`config.mk`:
```
export PLATFORM = sky130hd
export DESIGN_NAME = wb_unit
export DESIGN_NICKNAME = d
export VERILOG_FILES = /design/src/hw/wb_pkg.sv /design/src/hw/wb_unit.sv /design/src/hw/wb_controller.sv /design/src/hw/wb_row_buffer.sv /design/src/hw/wb_fill_pipe.sv
export VERILOG_INCLUDE_DIRS = /design/src /design/src/hw
export SDC_FILE = /design/constraint.sdc
export NUM_CORES = 1
export LEC_CHECK = 0
export BUFFER_PORTS_ARGS = -buffer_cell sky130_fd_sc_hd__buf_2
export CORE_UTILIZATION = 50
export CTS_BUF_LIST = sky130_fd_sc_hd__clkbuf_16
export DETAILED_ROUTE_END_ITERATION = 12
export PLACE_DENSITY = 0.76
export SLEW_MARGIN = 0
export SYNTH_ARGS = -nofsm -noshare
export SYNTH_HDL_FRONTEND = slang
export SYNTH_HIERARCHICAL = 1
export SYNTH_SLANG_ARGS = --single-unit
```
`constraint.sdc`:
```
create_clock -name clock -period 19.2 [get_ports clock]
set_input_delay 0.96 -clock clock [delete_from_list [all_inputs] [get_ports clock]]
set_output_delay 0.96 -clock clock [all_outputs]
set_load 0.01 [all_outputs]
```
`src/hw/wb_config.svh`:
```
`ifndef WB_CONFIG_SVH
`define WB_CONFIG_SVH

// data array row width in bits
`define WB_ROW_BITS 128
// rows that make up one cache block
`define WB_REFILL_CYCLES 4

// request fields
`define WB_TAG_BITS 20
`define WB_IDX_BITS 6
`define WB_PARAM_BITS 3
`define WB_WAYS 8

// address layout
`define WB_PADDR_BITS 32
// byte offset inside a block
`define WB_BLOCK_OFF_BITS 6
// byte offset inside a row
`define WB_ROW_OFF_BITS 4

`endif
```
`src/hw/wb_pkg.sv`:
```
`include "wb_config.svh"

package wb_pkg;

  // one row of block data, as read from the data array
  typedef logic [`WB_ROW_BITS-1:0] row_t;

  // request payload fields
  typedef logic [`WB_TAG_BITS-1:0] tag_t;
  typedef logic [`WB_IDX_BITS-1:0] idx_t;
  typedef logic [`WB_PARAM_BITS-1:0] param_t;
  typedef logic [`WB_WAYS-1:0] way_en_t;

  // block address toward memory and the load/store unit
  typedef logic [`WB_PADDR_BITS-1:0] paddr_t;

  // byte address of a row in the data array: index, row number, row offset
  typedef logic [`WB_IDX_BITS+$clog2(`WB_REFILL_CYCLES)+`WB_ROW_OFF_BITS-1:0] data_addr_t;

  // row number, one bit wider so it can hold the row count itself
  typedef logic [$clog2(`WB_REFILL_CYCLES+1)-1:0] row_cnt_t;

  // release channel opcodes
  typedef enum logic [2:0] {
    probe_ack_data = 3'd5,
    release_data   = 3'd7
  } tl_opcode_t;

  // writeback controller states
  typedef enum logic [2:0] {
    s_invalid,
    s_fill_buffer,
    s_lsu_release,
    s_active,
    s_grant
  } wb_state_t;

endpackage

```
`src/hw/wb_unit.sv`:
```
`timescale 1ns/10ps

module wb_unit
  import wb_pkg::*;
(
  input  logic       clock,
  input  logic       reset,
  // writeback request from the cache
  input  logic       req_valid,
  output logic       req_ready,
  input  tag_t       req_tag,
  input  idx_t       req_idx,
  input  param_t     req_param,
  input  way_en_t    req_way_en,
  input  logic       req_voluntary,
  // metadata array read
  output logic       meta_read_valid,
  input  logic       meta_read_ready,
  output idx_t       meta_read_idx,
  output tag_t       meta_read_tag,
  // data array read and its response
  output logic       data_req_valid,
  input  logic       data_req_ready,
  output way_en_t    data_req_way_en,
  output data_addr_t data_req_addr,
  input  row_t       data_resp,
  output logic       fill_done,
  // load/store unit notice
  output logic       lsu_release_valid,
  input  logic       lsu_release_ready,
  output paddr_t     lsu_release_address,
  // release beats toward outer memory
  output logic       release_valid,
  input  logic       release_ready,
  output tl_opcode_t release_opcode,
  output param_t     release_param,
  output paddr_t     release_address,
  output row_t       release_data,
  input  logic       mem_grant,
  // set index currently being written back
  output logic       idx_valid,
  output idx_t       idx_bits
);

  // read issue toward the fill pipeline
  logic     issue_fire;
  row_cnt_t issue_row;
  // row writes back from the fill pipeline
  logic     row_we;
  row_cnt_t row_wr_sel;
  logic     last_row;
  // row picked for the current release beat
  row_cnt_t beat_sel;

  wb_controller u_controller (
    .clock               (clock),
    .reset               (reset),
    .req_valid           (req_valid),
    .req_ready           (req_ready),
    .req_tag             (req_tag),
    .req_idx             (req_idx),
    .req_param           (req_param),
    .req_way_en          (req_way_en),
    .req_voluntary       (req_voluntary),
    .meta_read_valid     (meta_read_valid),
    .meta_read_ready     (meta_read_ready),
    .meta_read_idx       (meta_read_idx),
    .meta_read_tag       (meta_read_tag),
    .data_req_valid      (data_req_valid),
    .data_req_ready      (data_req_ready),
    .data_req_way_en     (data_req_way_en),
    .data_req_addr       (data_req_addr),
    .issue_fire          (issue_fire),
    .issue_row           (issue_row),
    .last_row            (last_row),
    .fill_done           (fill_done),
    .lsu_release_valid   (lsu_release_valid),
    .lsu_release_ready   (lsu_release_ready),
    .lsu_release_address (lsu_release_address),
    .release_valid       (release_valid),
    .release_ready       (release_ready),
    .release_opcode      (release_opcode),
    .release_param       (release_param),
    .release_address     (release_address),
    .beat_sel            (beat_sel),
    .mem_grant           (mem_grant),
    .idx_valid           (idx_valid),
    .idx_bits            (idx_bits)
  );

  wb_fill_pipe u_fill_pipe (
    .clock      (clock),
    .reset      (reset),
    .issue_fire (issue_fire),
    .issue_row  (issue_row),
    .row_we     (row_we),
    .row_wr_sel (row_wr_sel),
    .last_row   (last_row)
  );

  // buffered row feeds the release data directly
  wb_row_buffer u_row_buffer (
    .clock      (clock),
    .reset      (reset),
    .row_we     (row_we),
    .row_wr_sel (row_wr_sel),
    .data_resp  (data_resp),
    .beat_sel   (beat_sel),
    .beat_row   (release_data)
  );

endmodule

```
`src/hw/wb_controller.sv`:
```
`timescale 1ns/10ps
`include "wb_config.svh"

module wb_controller
  import wb_pkg::*;
(
  input  logic       clock,
  input  logic       reset,
  // writeback request
  input  logic       req_valid,
  output logic       req_ready,
  input  tag_t       req_tag,
  input  idx_t       req_idx,
  input  param_t     req_param,
  input  way_en_t    req_way_en,
  input  logic       req_voluntary,
  // metadata read
  output logic       meta_read_valid,
  input  logic       meta_read_ready,
  output idx_t       meta_read_idx,
  output tag_t       meta_read_tag,
  // data array read
  output logic       data_req_valid,
  input  logic       data_req_ready,
  output way_en_t    data_req_way_en,
  output data_addr_t data_req_addr,
  // fill pipeline
  output logic       issue_fire,
  output row_cnt_t   issue_row,
  input  logic       last_row,
  output logic       fill_done,
  // load/store unit notice
  output logic       lsu_release_valid,
  input  logic       lsu_release_ready,
  output paddr_t     lsu_release_address,
  // release toward outer memory
  output logic       release_valid,
  input  logic       release_ready,
  output tl_opcode_t release_opcode,
  output param_t     release_param,
  output paddr_t     release_address,
  output row_cnt_t   beat_sel,
  input  logic       mem_grant,
  // busy index
  output logic       idx_valid,
  output idx_t       idx_bits
);

  localparam int SEL_BITS = $clog2(`WB_REFILL_CYCLES);
  localparam row_cnt_t ROW_COUNT = row_cnt_t'(`WB_REFILL_CYCLES);
  localparam row_cnt_t LAST_BEAT = row_cnt_t'(`WB_REFILL_CYCLES - 1);

  wb_state_t state;
  wb_state_t state_next;
  // counts issued reads while filling, sent beats while active
  row_cnt_t  row_cnt;
  // grant acknowledge seen for this release
  logic      acked;

  // held copy of the accepted request
  tag_t      hold_tag;
  idx_t      hold_idx;
  param_t    hold_param;
  way_en_t   hold_way_en;
  logic      hold_voluntary;

  logic      req_fire;
  logic      lsu_fire;
  logic      release_fire;
  paddr_t    block_addr;

  assign req_fire     = req_valid && req_ready;
  assign lsu_fire     = lsu_release_valid && lsu_release_ready;
  assign release_fire = release_valid && release_ready;
  // a read counts only when meta and data fire together
  assign issue_fire   = meta_read_valid && meta_read_ready && data_req_valid && data_req_ready;

  // tag and index sit above the block offset
  assign block_addr = paddr_t'({hold_tag, hold_idx}) << `WB_BLOCK_OFF_BITS;

  // handshake valids come straight from the state
  assign req_ready         = (state == s_invalid);
  assign meta_read_valid   = (state == s_fill_buffer) && (row_cnt < ROW_COUNT);
  assign data_req_valid    = (state == s_fill_buffer) && (row_cnt < ROW_COUNT);
  assign lsu_release_valid = (state == s_lsu_release);
  assign release_valid     = (state == s_active) && (row_cnt < ROW_COUNT);
  assign fill_done         = (state == s_fill_buffer) && last_row;

  // read payloads
  assign meta_read_idx   = hold_idx;
  assign meta_read_tag   = hold_tag;
  assign data_req_way_en = hold_way_en;
  // index and row number above the row offset
  assign data_req_addr = data_addr_t'({hold_idx, row_cnt[SEL_BITS-1:0]}) << `WB_ROW_OFF_BITS;
  assign issue_row     = row_cnt;

  // release payloads, stable for the whole writeback
  assign lsu_release_address = block_addr;
  assign release_address     = block_addr;
  assign release_param       = hold_param;
  assign release_opcode      = hold_voluntary ? release_data : probe_ack_data;
  assign beat_sel            = row_cnt;

  assign idx_valid = (state != s_invalid);
  assign idx_bits  = hold_idx;

  always_comb begin
    state_next = state;
    case (state)
      s_invalid: begin
        if (req_fire) begin
          state_next = s_fill_buffer;
        end
      end
      s_fill_buffer: begin
        // all rows buffered
        if (last_row) begin
          state_next = s_lsu_release;
        end
      end
      s_lsu_release: begin
        if (lsu_fire) begin
          state_next = s_active;
        end
      end
      s_active: begin
        // voluntary evictions still owe a grant acknowledge
        if (release_fire && (row_cnt == LAST_BEAT)) begin
          state_next = hold_voluntary ? s_grant : s_invalid;
        end
      end
      s_grant: begin
        if (acked) begin
          state_next = s_invalid;
        end
      end
      default: begin
        state_next = s_invalid;
      end
    endcase
  end

  always_ff @(posedge clock or posedge reset) begin
    if (reset) begin
      state   <= s_invalid;
      row_cnt <= '0;
      acked   <= 1'b0;
    end else begin
      state <= state_next;
      case (state)
        s_invalid: begin
          if (req_fire) begin
            row_cnt <= '0;
            acked   <= 1'b0;
          end
        end
        s_fill_buffer: begin
          if (issue_fire) begin
            row_cnt <= row_cnt + 1'b1;
          end
          // rewind so the beats start at row 0
          if (last_row) begin
            row_cnt <= '0;
          end
        end
        s_active: begin
          if (release_fire) begin
            row_cnt <= row_cnt + 1'b1;
          end
          // grant may arrive before the last beat goes out
          if (mem_grant) begin
            acked <= 1'b1;
          end
        end
        s_grant: begin
          if (mem_grant) begin
            acked <= 1'b1;
          end
        end
        default: begin
        end
      endcase
    end
  end

  // request fields latched on acceptance
  always_ff @(posedge clock) begin
    if (req_fire) begin
      hold_tag       <= req_tag;
      hold_idx       <= req_idx;
      hold_param     <= req_param;
      hold_way_en    <= req_way_en;
      hold_voluntary <= req_voluntary;
    end
  end

endmodule

```
`src/hw/wb_row_buffer.sv`:
```
`timescale 1ns/10ps
`include "wb_config.svh"

module wb_row_buffer
  import wb_pkg::*;
(
  input  logic     clock,
  input  logic     reset,
  input  logic     row_we,
  input  row_cnt_t row_wr_sel,
  input  row_t     data_resp,
  input  row_cnt_t beat_sel,
  output row_t     beat_row
);

  // low bits of a row number address the buffer
  localparam int SEL_BITS = $clog2(`WB_REFILL_CYCLES);

  // one entry per row of the victim block
  row_t rows [`WB_REFILL_CYCLES];

  always_ff @(posedge clock or posedge reset) begin
    if (reset) begin
      for (int i = 0; i < `WB_REFILL_CYCLES; i++) begin
        rows[i] <= '0;
      end
    end else if (row_we) begin
      // capture the array response into its row slot
      rows[row_wr_sel[SEL_BITS-1:0]] <= data_resp;
    end
  end

  // beat counter picks the row sent on the release channel
  // a count past the last row wraps, but no beat is valid then
  assign beat_row = rows[beat_sel[SEL_BITS-1:0]];

endmodule

```
`src/hw/wb_fill_pipe.sv`:
```
`timescale 1ns/10ps
`include "wb_config.svh"

module wb_fill_pipe
  import wb_pkg::*;
(
  input  logic     clock,
  input  logic     reset,
  input  logic     issue_fire,
  input  row_cnt_t issue_row,
  output logic     row_we,
  output row_cnt_t row_wr_sel,
  output logic     last_row
);

  // row number of the final row in a block
  localparam row_cnt_t FINAL_ROW = row_cnt_t'(`WB_REFILL_CYCLES - 1);

  // stage 1 holds the read issued last cycle
  logic     s1_fired;
  row_cnt_t s1_row;
  // stage 2 lines up with the array response
  logic     s2_fired;
  row_cnt_t s2_row;

  // fired flags, one per array latency cycle
  always_ff @(posedge clock or posedge reset) begin
    if (reset) begin
      s1_fired <= 1'b0;
      s2_fired <= 1'b0;
    end else begin
      s1_fired <= issue_fire;
      s2_fired <= s1_fired;
    end
  end

  // row numbers ride along with the flags
  // only looked at when the matching flag is set
  always_ff @(posedge clock) begin
    s1_row <= issue_row;
    s2_row <= s1_row;
  end

  // data_resp holds the row from two cycles back
  assign row_we     = s2_fired;
  assign row_wr_sel = s2_row;

  // final row landing means the block is fully buffered
  assign last_row = s2_fired && (s2_row == FINAL_ROW);

endmodule

```
==> key figures, run 1 <==
Routing
  • TritonRoute pass-1 iters: 4
  • 1st-iter DRT viols: 628
  • DR WL met3: 3.06 mm
  • Highest layer used for signal routing: met5
  • DRT antenna net count: 0
  • Detailed route wirelength on metal2: 27.1 mm
  • Metal-1 WL: 21.0 mm
  • WL final: 52.5 mm
  • Via count: 13600
  • Residual DRC: 0
  • Drt wl/cell: 21.3 um
  • Via density: 5.50

Timing
  • WHS: 0.281 ns
  • Setup-failing EPs final: 0
  • Headroom to the max-slew limit: 0.285
  • Fin Clk Skew: 0.0217 ns
  • Final Cycle Share: 0.225
  • Slew @ Worst Pin: 1.07 ns
  • Fmax: 0.231 GHz
  • Setup TNS: 0 ns
  • Final Hold Vio Count: 0
  • Fin crit period: 4.33 ns
  • Max-slew violations: 0
  • RSZ-0062 raised after global routing: false

Logic synthesis
  • Yosys top cell area share: 0.529
  • Post-synth top cells: dfrtp_1, mux2_2, buf_4
  • Mean Syn Cell Area: 17.1 um2
  • Area leader, netlist: dfrtp_1
  • Count leader, synth: dfrtp_1
  • Top cells by area, synth: dfrtp_1, mux2_2, mux4_2, edfxtp_1, buf_4
  • Syn. warnings: 6
  • EDFF count, synth: 38
  • Synth Instances: 1437
  • Synthesized cell area: 24600 um2
  • Synth unique cells: 40
  • Top FF cell, synth: dfrtp_1
  • Seq/Total Area, Yosys: 0.581
  • Post-synthesis async set-or-reset flop share: 0.922
  • Post-synthesis register bit count: 565

Power and ir drop
  • Cell area power density: 172 nW/um2
  • Total leakage power: 12.4 nW
  • Maximum vdd ir drop: 0.0000979 V

Critical path
  • CP Launch Type: flop
  • Worst path arrival time: 3.37 ns
  • Worst EP required: 18.24 ns
  • Worst-case reg-to-reg path depth: 3
  • R2r startpoint: u_fill_pipe/row_wr_sel[0]
  • FF-to-FF setup slack: 16.53 ns
  • Reg-to-reg critical path endpoint: u_row_buffer/rows[206]
  • CP Class: reg2out
  • Critical-path maximum fanout: 49
  • Critical path capture point type: output port

Run status
  • Status: finished clean

Global route
  • Grt total ovfl: 0
  • Largest net degree at the start of global routing: 145
  • Vias in the first global route: 14900
  • Global Route Usage Sum: 0.212
  • First-pass GRT wire length: 83.0 mm
  • Initial antenna violation count: 11

Floorplanning
  • Die Height: 224 um
  • Core Area: 48100 um2
  • Starting Density: 0.511
  • Chip Width: 224 um
  • Die ar.: 50100 um2
  • Site row count: 80
  • # IOs: 431

Placed design
  • Port-buffer cells: 412
  • DP HPWL: 33.3 mm
  • Placed instance count: 2364
  • Placer Congestion: 0.769

Clocking
  • Clock Pin Slew Worst Setup and Hold Paths: 0.06 ns
  • Number of H-tree levels: 2
  • Buffer depth of the longest clock path: 3
  • Total CTS buffers: 57
  • Post_cts resized: 0
  • CTS Hold Bufs: 0
  • CTS tree: yes
  • Clk_lat worst skew: 0.60 ns
  • Root buffer cell: clkbuf_16
  • Post-CTS Setup Inserts: 0
  • Clock Sinks: 565

Layout
  • # nets final: 1943
  • Fraction of layout cells with a size suffix above 1: 0.642
  • Final std cells w/o fill: 2468
  • Area growth syn-to-layout: 14.7%

Flow run
  • Max-Cap Viols: 0

Min path
  • Hold Path Class: in2async
## critical path: stages, from the launching register on
cell,delay (ns)
dfrtp_4,1.11
buf_4,0.83
mux4_2,0.61
buf_2,0.16
## flip-flops by register name (all words and copies together) (netlist names)
signal,flops
u_row_buffer/rows,512
u_controller/meta_read_tag,20
u_controller/data_req_way_en,8
u_controller/idx_bits,6
u_controller/beat_sel,3
u_controller/release_param,3
u_controller/state,3
u_fill_pipe/row_wr_sel,3
u_fill_pipe/s1_row,3
u_controller/acked,1
u_controller/hold_voluntary,1
u_fill_pipe/row_we,1
u_fill_pipe/s1_fired,1
## logic make-up (layout without fill, tap and decap cells)
kind of cell / after synthesis / in the layout / share of synthesized area
mux: 642 / 642 / 0.352
flops: 565 / 565 / 0.581
buf+inv: 186 / 541 / 0.0537
simple gates: 26 / 26 / 0.00676
compound gates: 14 / 14 / 0.00513
fa+ha+maj: 2 / 2 / 0.00102
other cells: 2 / 22 / 0.000305
## report_power, final
part | internal (mW) | leakage [nW] | switching, mW
Combinational | 1.03 | 4.94 | 0.701
Sequential | 1.76 | 6.54 | 0.319
Clock | 0.616 | 0.925 | 0.440
Total | 3.40 | 12.4 | 1.46
## worst max-delay path by stage
stage	startpoint	to	slack [ns]	cells past startpoint
after CTS	u_controller/beat_sel[1]	release_data[49]	14.70	3
after global placement	reset	u_row_buffer/rows[447]	14.76	5
final	u_controller/beat_sel[1]	release_data[85]	14.87	3
after detailed placement	reset	u_row_buffer/rows[447]	14.60	5
after global routing	u_controller/beat_sel[1]	release_data[46]	14.57	3
after floorplan	reset	u_row_buffer/rows[0]	3.94	1
## layout make-up
cell class                      count  area [um2]
Fill cell                        3680       19900
Sequential cell                   565       14300
Multi-Input combinational cell    702        9090
Timing Repair Buffer              431        2200
Clock buffer                       59        1480
Tap cell                          656         821
Clock inverter                     41         299
Inverter                           10        45.0
Antenna cell                        4        10.0
## placed cells by master, fill, tap and decap left out, types with 2 or more instances in the layout
cell	instances
edfxtp_1	38
ha_1	2
clkbuf_16	59
nand3b_1	2
nor2_1	6
inv_1	22
clkinv_2	7
nor2_4	2
mux2_4	2
and3_1	2
buf_2	412
buf_4	19
nor3_1	4
mux2_2	512
a21oi_1	2
dfxtp_1	6
bufinv_16	5
dfrtp_1	519
diode_2	4
dfrtp_4	2
mux4_2	128
nand2_1	2
conb_1	18
clkinv_1	14
## routing by layer
| metal | up-vias | track usage |
|---|---|---|
| met3 | 91 | 0.0521 |
| li1 | 5902 | - |
| met2 | 336 | 0.364 |
| met5 | - | 0 |
| met1 | 7238 | 0.264 |
| met4 | 14 | 0.0672 |
## metrics by stage
stage               worst slack [ns]  power, mW  cell area, um2  utilization
floorplan                       3.94       3.27           24700            -
global placement               14.76       3.76           26500        0.550
detailed placement             14.60       3.85           26500        0.550
CTS                            14.70       4.92           28200        0.587
global route                   14.57       5.14           28200        0.587
finish                         14.87       4.86           28300        0.587
Note: power is estimated with default switching activity, not from simulation.
==> inputs of run 2 (changes only) <==
==> constraint.sdc (replaced) <==
create_clock -name clock -period 4.5 [get_ports clock]
set_input_delay 0.225 -clock clock [delete_from_list [all_inputs] [get_ports clock]]
set_output_delay 0.225 -clock clock [all_outputs]
set_load 0.01 [all_outputs]
==> key figures, run 2 (synthesis results as in run 1) <==
Clocking
  • Clock Pin Slew Worst Setup and Hold Paths: 0.06 ns (about the same)
  • Root buffer cell: clkbuf_16
  • Clk_lat worst skew: 0.62 ns (+0.02 ns)
  • Post-CTS Setup Inserts: 0 (unchanged)
  • Number of H-tree levels: 2 (unchanged)
  • CTS tree: yes
  • Buffer depth of the longest clock path: 3 (unchanged)
  • CTS Hold Bufs: 172 (+172)
  • Clock Sinks: 565 (unchanged)
  • Total CTS buffers: 57 (unchanged)
  • Post_cts resized: 0 (unchanged)

Timing
  • Fin crit period: 2.98 ns
  • Setup TNS: 0 ns (unchanged)
  • Setup-failing EPs final: 0 (unchanged)
  • Headroom to the max-slew limit: 0.291 (+0.00600)
  • Final Hold Vio Count: 0 (unchanged)
  • Max-slew violations: 0 (unchanged)
  • RSZ-0062 raised after global routing: false
  • Fin Clk Skew: 0.0370 ns (+0.0152 ns)
  • Slew @ Worst Pin: 1.06 ns (-0.00897 ns)
  • Fmax: 0.336 GHz
  • Final Cycle Share: 0.662

Layout
  • Largest Register: u_row_buffer/rows
  • Most common cell after layout, fill and taps aside: dfrtp_1
  • Area growth syn-to-layout: 22.3%
  • Largest register FFs: 512 (unchanged)
  • Fraction of layout cells with a size suffix above 1: 0.588 (-0.0533)
  • Final std cells w/o fill: 2645 (+7.2%)
  • # nets final: 2119 (+9.1%)
  • Commonest non-fill, non-tap cells in the layout: dfrtp_1, mux2_2, buf_2

Critical path
  • R2r startpoint: u_fill_pipe/row_we
  • CP Launch Type: flop
  • Worst path arrival time: 2.75 ns (-0.62 ns)
  • CP Class: reg2out
  • Worst-case reg-to-reg path depth: 4 (+1)
  • Critical-path maximum fanout: 36 (-27%)
  • Worst EP required: 4.28 ns (-13.96 ns)
  • Critical path capture point type: output port
  • FF-to-FF setup slack: 2.17 ns (-14.36 ns)
  • Reg-to-reg critical path endpoint: u_row_buffer/rows[480]

Power and ir drop
  • Maximum vdd ir drop: 0.000357 V (+260%)
  • Cell area power density: 698 nW/um2 (+310%)
  • Net Sw Frac: 0.305 (+0.00481)
  • Internal Power: 14.6 mW (+330%)
  • Total leakage power: 13.2 nW (+6.4%)
  • Clock share of power: 0.215 (-0.002)
  • Part of the power in registers: 0.420 (-0.007)
  • Combinational fraction of design power: 0.365 (+0.009)
  • Switching pwr: 6.41 mW (+340%)

Global route
  • Vias in the first global route: 16000 (+7.5%)
  • Global Route Usage Sum: 0.229 (+0.0169)
  • Grt total ovfl: 0 (unchanged)
  • First-pass GRT wire length: 89.2 mm (+7.5%)
  • Initial antenna violation count: 1 (-10)
  • Largest net degree at the start of global routing: 156 (+7.6%)

Routing
  • Drt wl/cell: 21.4 um (+0.67%)
  • TritonRoute pass-1 iters: 5 (+1)
  • 1st-iter DRT viols: 746 (+19%)
  • Residual DRC: 0 (unchanged)
  • Via density: 5.42 (-1.5%)
  • Via count: 14300 (+5.5%)
  • WL final: 56.6 mm (+7.9%)
  • DRT antenna net count: 0 (unchanged)

Placed design
  • Port-buffer cells: 412 (unchanged)
  • Placed instance count: 2368 (+0.17%)
  • DP HPWL: 34.6 mm (+3.8%)
  • Placer Congestion: 0.855 (+11%)

Min path
  • Cell depth of the worst hold path: 4
  • Hold endpoint: u_controller/beat_sel[2]
  • Hold path start: data_req_ready
  • Hold Path Class: in2reg

Floorplanning
  • # IOs: 431 (unchanged)
  • Site row count: 80 (unchanged)
  • Starting Density: 0.511 (unchanged)
  • Core Area: 48100 um2 (unchanged)
  • Die ar.: 50100 um2 (unchanged)
  • Chip Width: 224 um (unchanged)
  • Die Height: 224 um (unchanged)

Flow run
  • Max-Cap Viols: 0 (unchanged)

Run status
  • Status: finished clean
-- run 2: worst max-delay path by stage --
stage                                   from  slack (ns)  depth (start not counted)              endpoint
floorplan                              reset       -2.68                          1  u_row_buffer/rows[0]
global placement    u_controller/beat_sel[0]        2.18                          3     release_data[126]
detailed placement  u_controller/beat_sel[0]        2.17                          3     release_data[120]
CTS                 u_controller/beat_sel[0]        1.48                          3     release_data[120]
global route        u_controller/beat_sel[0]        1.43                          3     release_data[120]
finish              u_controller/beat_sel[0]        1.52                          3     release_data[120]
-- run 2: power by group through the flow --
stage | Sequential, mW | Combinational, mW | Clock [mW]
global route | 9.12 | 8.23 | 4.82
detailed placement | 8.88 | 7.62 | 0
global placement | 8.70 | 7.41 | 0
CTS | 8.81 | 7.77 | 4.64
finish | 8.83 | 7.66 | 4.51
floorplan | 8.33 | 5.63 | 0
-- run 2: final cells by class --
cell class                      count  area (um2)
Antenna cell                        2        5.00
Clock buffer                       58        1450
Clock inverter                     45         328
Fill cell                        3458       18000
Inverter                           10        41.3
Multi-Input combinational cell    702        9090
Sequential cell                   565       14300
Tap cell                          656         821
Timing Repair Buffer              607        4070
-- run 2: metrics by stage --
stage / hold WS [ns] / instance area [um2] / setup WS, ns / power, mW / utilization
4_1_cts: 0.0100 / 30100 / 1.48 / 21.2 / 0.625
3_5_place_dp: 0.134 / 26600 / 2.17 / 16.5 / 0.553
2_1_floorplan: -0.0338 / 24700 / -2.68 / 14.0 / -
6_report: 0.0672 / 30100 / 1.52 / 21.0 / 0.625
3_3_place_gp: 0.132 / 26600 / 2.18 / 16.1 / 0.553
5_1_grt: 0.0542 / 30100 / 1.43 / 22.2 / 0.625
-- run 2: metal layers --
layer	vias to the layer above	track usage	share of wire
met3	97	0.0460	0.052
met4	0	0.0966	0.038
li1	6244	-	-
met2	397	0.388	0.51
met5	-	0	0
met1	7595	0.287	0.41
-- run 2: worst max-delay path, cell delays in order, from the launching register on --
cell     delay [ns]
dfrtp_4        0.73
buf_4          0.60
mux4_2         0.59
buf_2          0.16
==> inputs of run 3 (changes only) <==
==> constraint.sdc (replaced) <==
create_clock -name clock -period 3 [get_ports clock]
set_input_delay 0.15 -clock clock [delete_from_list [all_inputs] [get_ports clock]]
set_output_delay 0.15 -clock clock [all_outputs]
set_load 0.01 [all_outputs]
==> key figures, run 3 (synthesis results as in run 1) <==
Critical path
  • Critical Path End: release_data[110]
  • Critical path capture point type: output port
  • Worst EP required: 2.85 ns (-1.43 ns)
  • Slowest CP cell: dfrtp_4
  • R2r startpoint: u_controller/beat_sel[1]
  • Worst path max stage delay: 0.66 ns (-0.07 ns)
  • WP buf/inv: 2 (unchanged)
  • CP Class: reg2out
  • Worst path arrival time: 2.42 ns (-0.33 ns)
  • Crit-path cells: buf_12 > mux4_2 > buf_2
  • Worst-case reg-to-reg path depth: 6 (+2)
  • CP Launch Type: flop
  • Crit path max-delay family: flip-flops
  • FF-to-FF setup slack: 1.07 ns (-1.10 ns)
  • Reg-to-reg critical path endpoint: u_controller/state[0]
  • Levels on crit path: 3 (unchanged)
  • Setup crit start: u_controller/beat_sel[1]
  • Critical-path maximum fanout: 39 (+8.3%)

Floorplanning
  • Die Height: 224 um (unchanged)
  • Chip Width: 224 um (unchanged)
  • Core Area: 48100 um2 (unchanged)
  • Starting Density: 0.511 (unchanged)
  • Die ar.: 50100 um2 (unchanged)
  • # IOs: 431 (unchanged)
  • Site row count: 80 (unchanged)

Global route
  • Vias in the first global route: 16000 (-0.094%)
  • Global Route Usage Sum: 0.228 (-0.000911)
  • GR Util met1: 0.296 (+0.00910)
  • Met3 usage: 0.0484 (+0.00236)
  • Largest net degree at the start of global routing: 91 (-42%)
  • Grt total ovfl: 0 (unchanged)
  • GR peak layer: met2
  • First-pass GRT wire length: 89.1 mm (-0.12%)
  • Initial antenna violation count: 3 (+2)
  • Met2 Use GR: 0.381 (-0.00701)

Flow run
  • Max-Cap Viols: 0 (unchanged)

Layout
  • Multi-input gate area in the final layout: 9090 um2 (unchanged)
  • Largest register FFs: 512 (unchanged)
  • Fillers: 3405 (-1.5%)
  • Area growth syn-to-layout: 22.8%
  • Register Area: 14300 um2 (unchanged)
  • Most common cell after layout, fill and taps aside: dfrtp_1
  • # nets final: 2133 (+0.66%)
  • Final Instance Area: 30200 um2 (+0.39%)
  • Fraction of layout cells with a size suffix above 1: 0.587 (-0.00170)
  • Largest Register: u_row_buffer/rows
  • Commonest non-fill, non-tap cells in the layout: dfrtp_1, mux2_2, buf_2

Timing
  • Fin crit period: 2.57 ns
  • Fmax: 0.389 GHz
  • Headroom to the max-slew limit: 0.430 (+0.139)
  • Fin Clk Skew: 0.0122 ns (-0.0247 ns)
  • Final Hold Vio Count: 0 (unchanged)
  • Slew @ Worst Pin: 0.854 ns (-0.208 ns)
  • Final Cycle Share: 0.856
  • Max-slew violations: 0 (unchanged)
  • Setup-failing EPs final: 0 (unchanged)
  • RSZ-0062 raised after global routing: false

Clocking
  • Buffer depth of the longest clock path: 3 (unchanged)
  • Root buffer cell: clkbuf_16
  • Clock Sinks: 565 (unchanged)
  • Clk_lat worst skew: 0.60 ns (-0.02 ns)
  • Number of H-tree levels: 2 (unchanged)
  • Clock Pin Slew Worst Setup and Hold Paths: 0.06 ns (about the same)
  • CTS tree: yes
  • Post-CTS Setup Inserts: 0 (unchanged)
  • Post_cts resized: 0 (unchanged)
  • Total CTS buffers: 57 (unchanged)

Routing
  • Via density: 5.43 (+0.21%)
  • Residual DRC: 0 (unchanged)
  • WL final: 56.4 mm (-0.34%)
  • Via count: 14500 (+0.82%)
  • Drt wl/cell: 21.2 um (-0.94%)
  • TritonRoute pass-1 iters: 5 (unchanged)
  • DRT antenna net count: 0 (unchanged)
  • 1st-iter DRT viols: 687 (-7.9%)

Placed design
  • DP HPWL: 34.7 mm (+0.37%)
  • DP Area: 26800 um2 (+0.59%)
  • Placer Congestion: 0.771 (-9.8%)
  • Port-buffer cells: 412 (unchanged)

Power and ir drop
  • Maximum vdd ir drop: 0.000726 V (+100%)
  • Cell area power density: 1040 nW/um2 (+49%)
  • Total leakage power: 13.3 nW (+0.38%)
  • Power consumption: 31.5 mW (+50%)

Run status
  • Status: finished clean

Min path
  • Hold Path Class: in2reg
run 3: area by class of cell:
class,count,share of cell area
Inverter,10,0.00137
Tap cell,656,0.0272
Clock inverter,48,0.00940
Clock buffer,57,0.0472
Multi-Input combinational cell,702,0.301
Antenna cell,2,0.000166
Sequential cell,565,0.473
Timing Repair Buffer,621,0.141
run 3: power by group:
part | internal [mW] | switching [mW]
clock network | 3.68 | 2.89
registers | 11.3 | 2.00
logic | 6.86 | 4.76
run 3: worst min path at each step:
| stage | cells past startpoint | end | slack [ns] | from |
|---|---|---|---|---|
| 6_report | 5 | u_controller/state[0] | 0.09 | req_valid |
| 5_1_grt | 5 | u_controller/state[0] | 0.08 | req_valid |
| 4_1_cts | 5 | u_controller/state[0] | 0.04 | req_valid |
| 3_5_place_dp | 2 | u_fill_pipe/s1_fired | 0.04 | reset |
| 3_3_place_gp | 2 | u_fill_pipe/row_we | 0.04 | reset |
| 2_1_floorplan | 1 | u_fill_pipe/row_we | -0.11 | reset |
run 3: tightest hold or removal path: stages:
cell	delay (ns)
buf_2	0.09
or2_2	0.12
a21oi_1	0.06
nor2_1	0.09
o311a_1	0.16
run 3: stage by stage:
stage          setup WS [ns]  std cells  utilization  hold slack (ns)  TNS (ns)
2_1_floorplan          -4.10       1453            -           -0.109  -2100.39
5_1_grt                0.318       2660        0.628           0.0794         0
3_3_place_gp            1.02       2379        0.556           0.0375         0
6_report               0.432       2661        0.628           0.0879         0
4_1_cts                0.344       2659        0.628           0.0417         0
3_5_place_dp            1.01       2379        0.556           0.0402         0
run 3: timing repair:
action                                 4_1_cts  5_1_grt
hold buffers                               175        0
setup endpoints to repair                    0        0
endpoints found under the hold margin      579        0
run 3: routing by layer:
layer	wire, um	part of all wire
met4	1340	0.024
met3	3330	0.059
met1	23100	0.41
met2	28700	0.51
met5	0	0
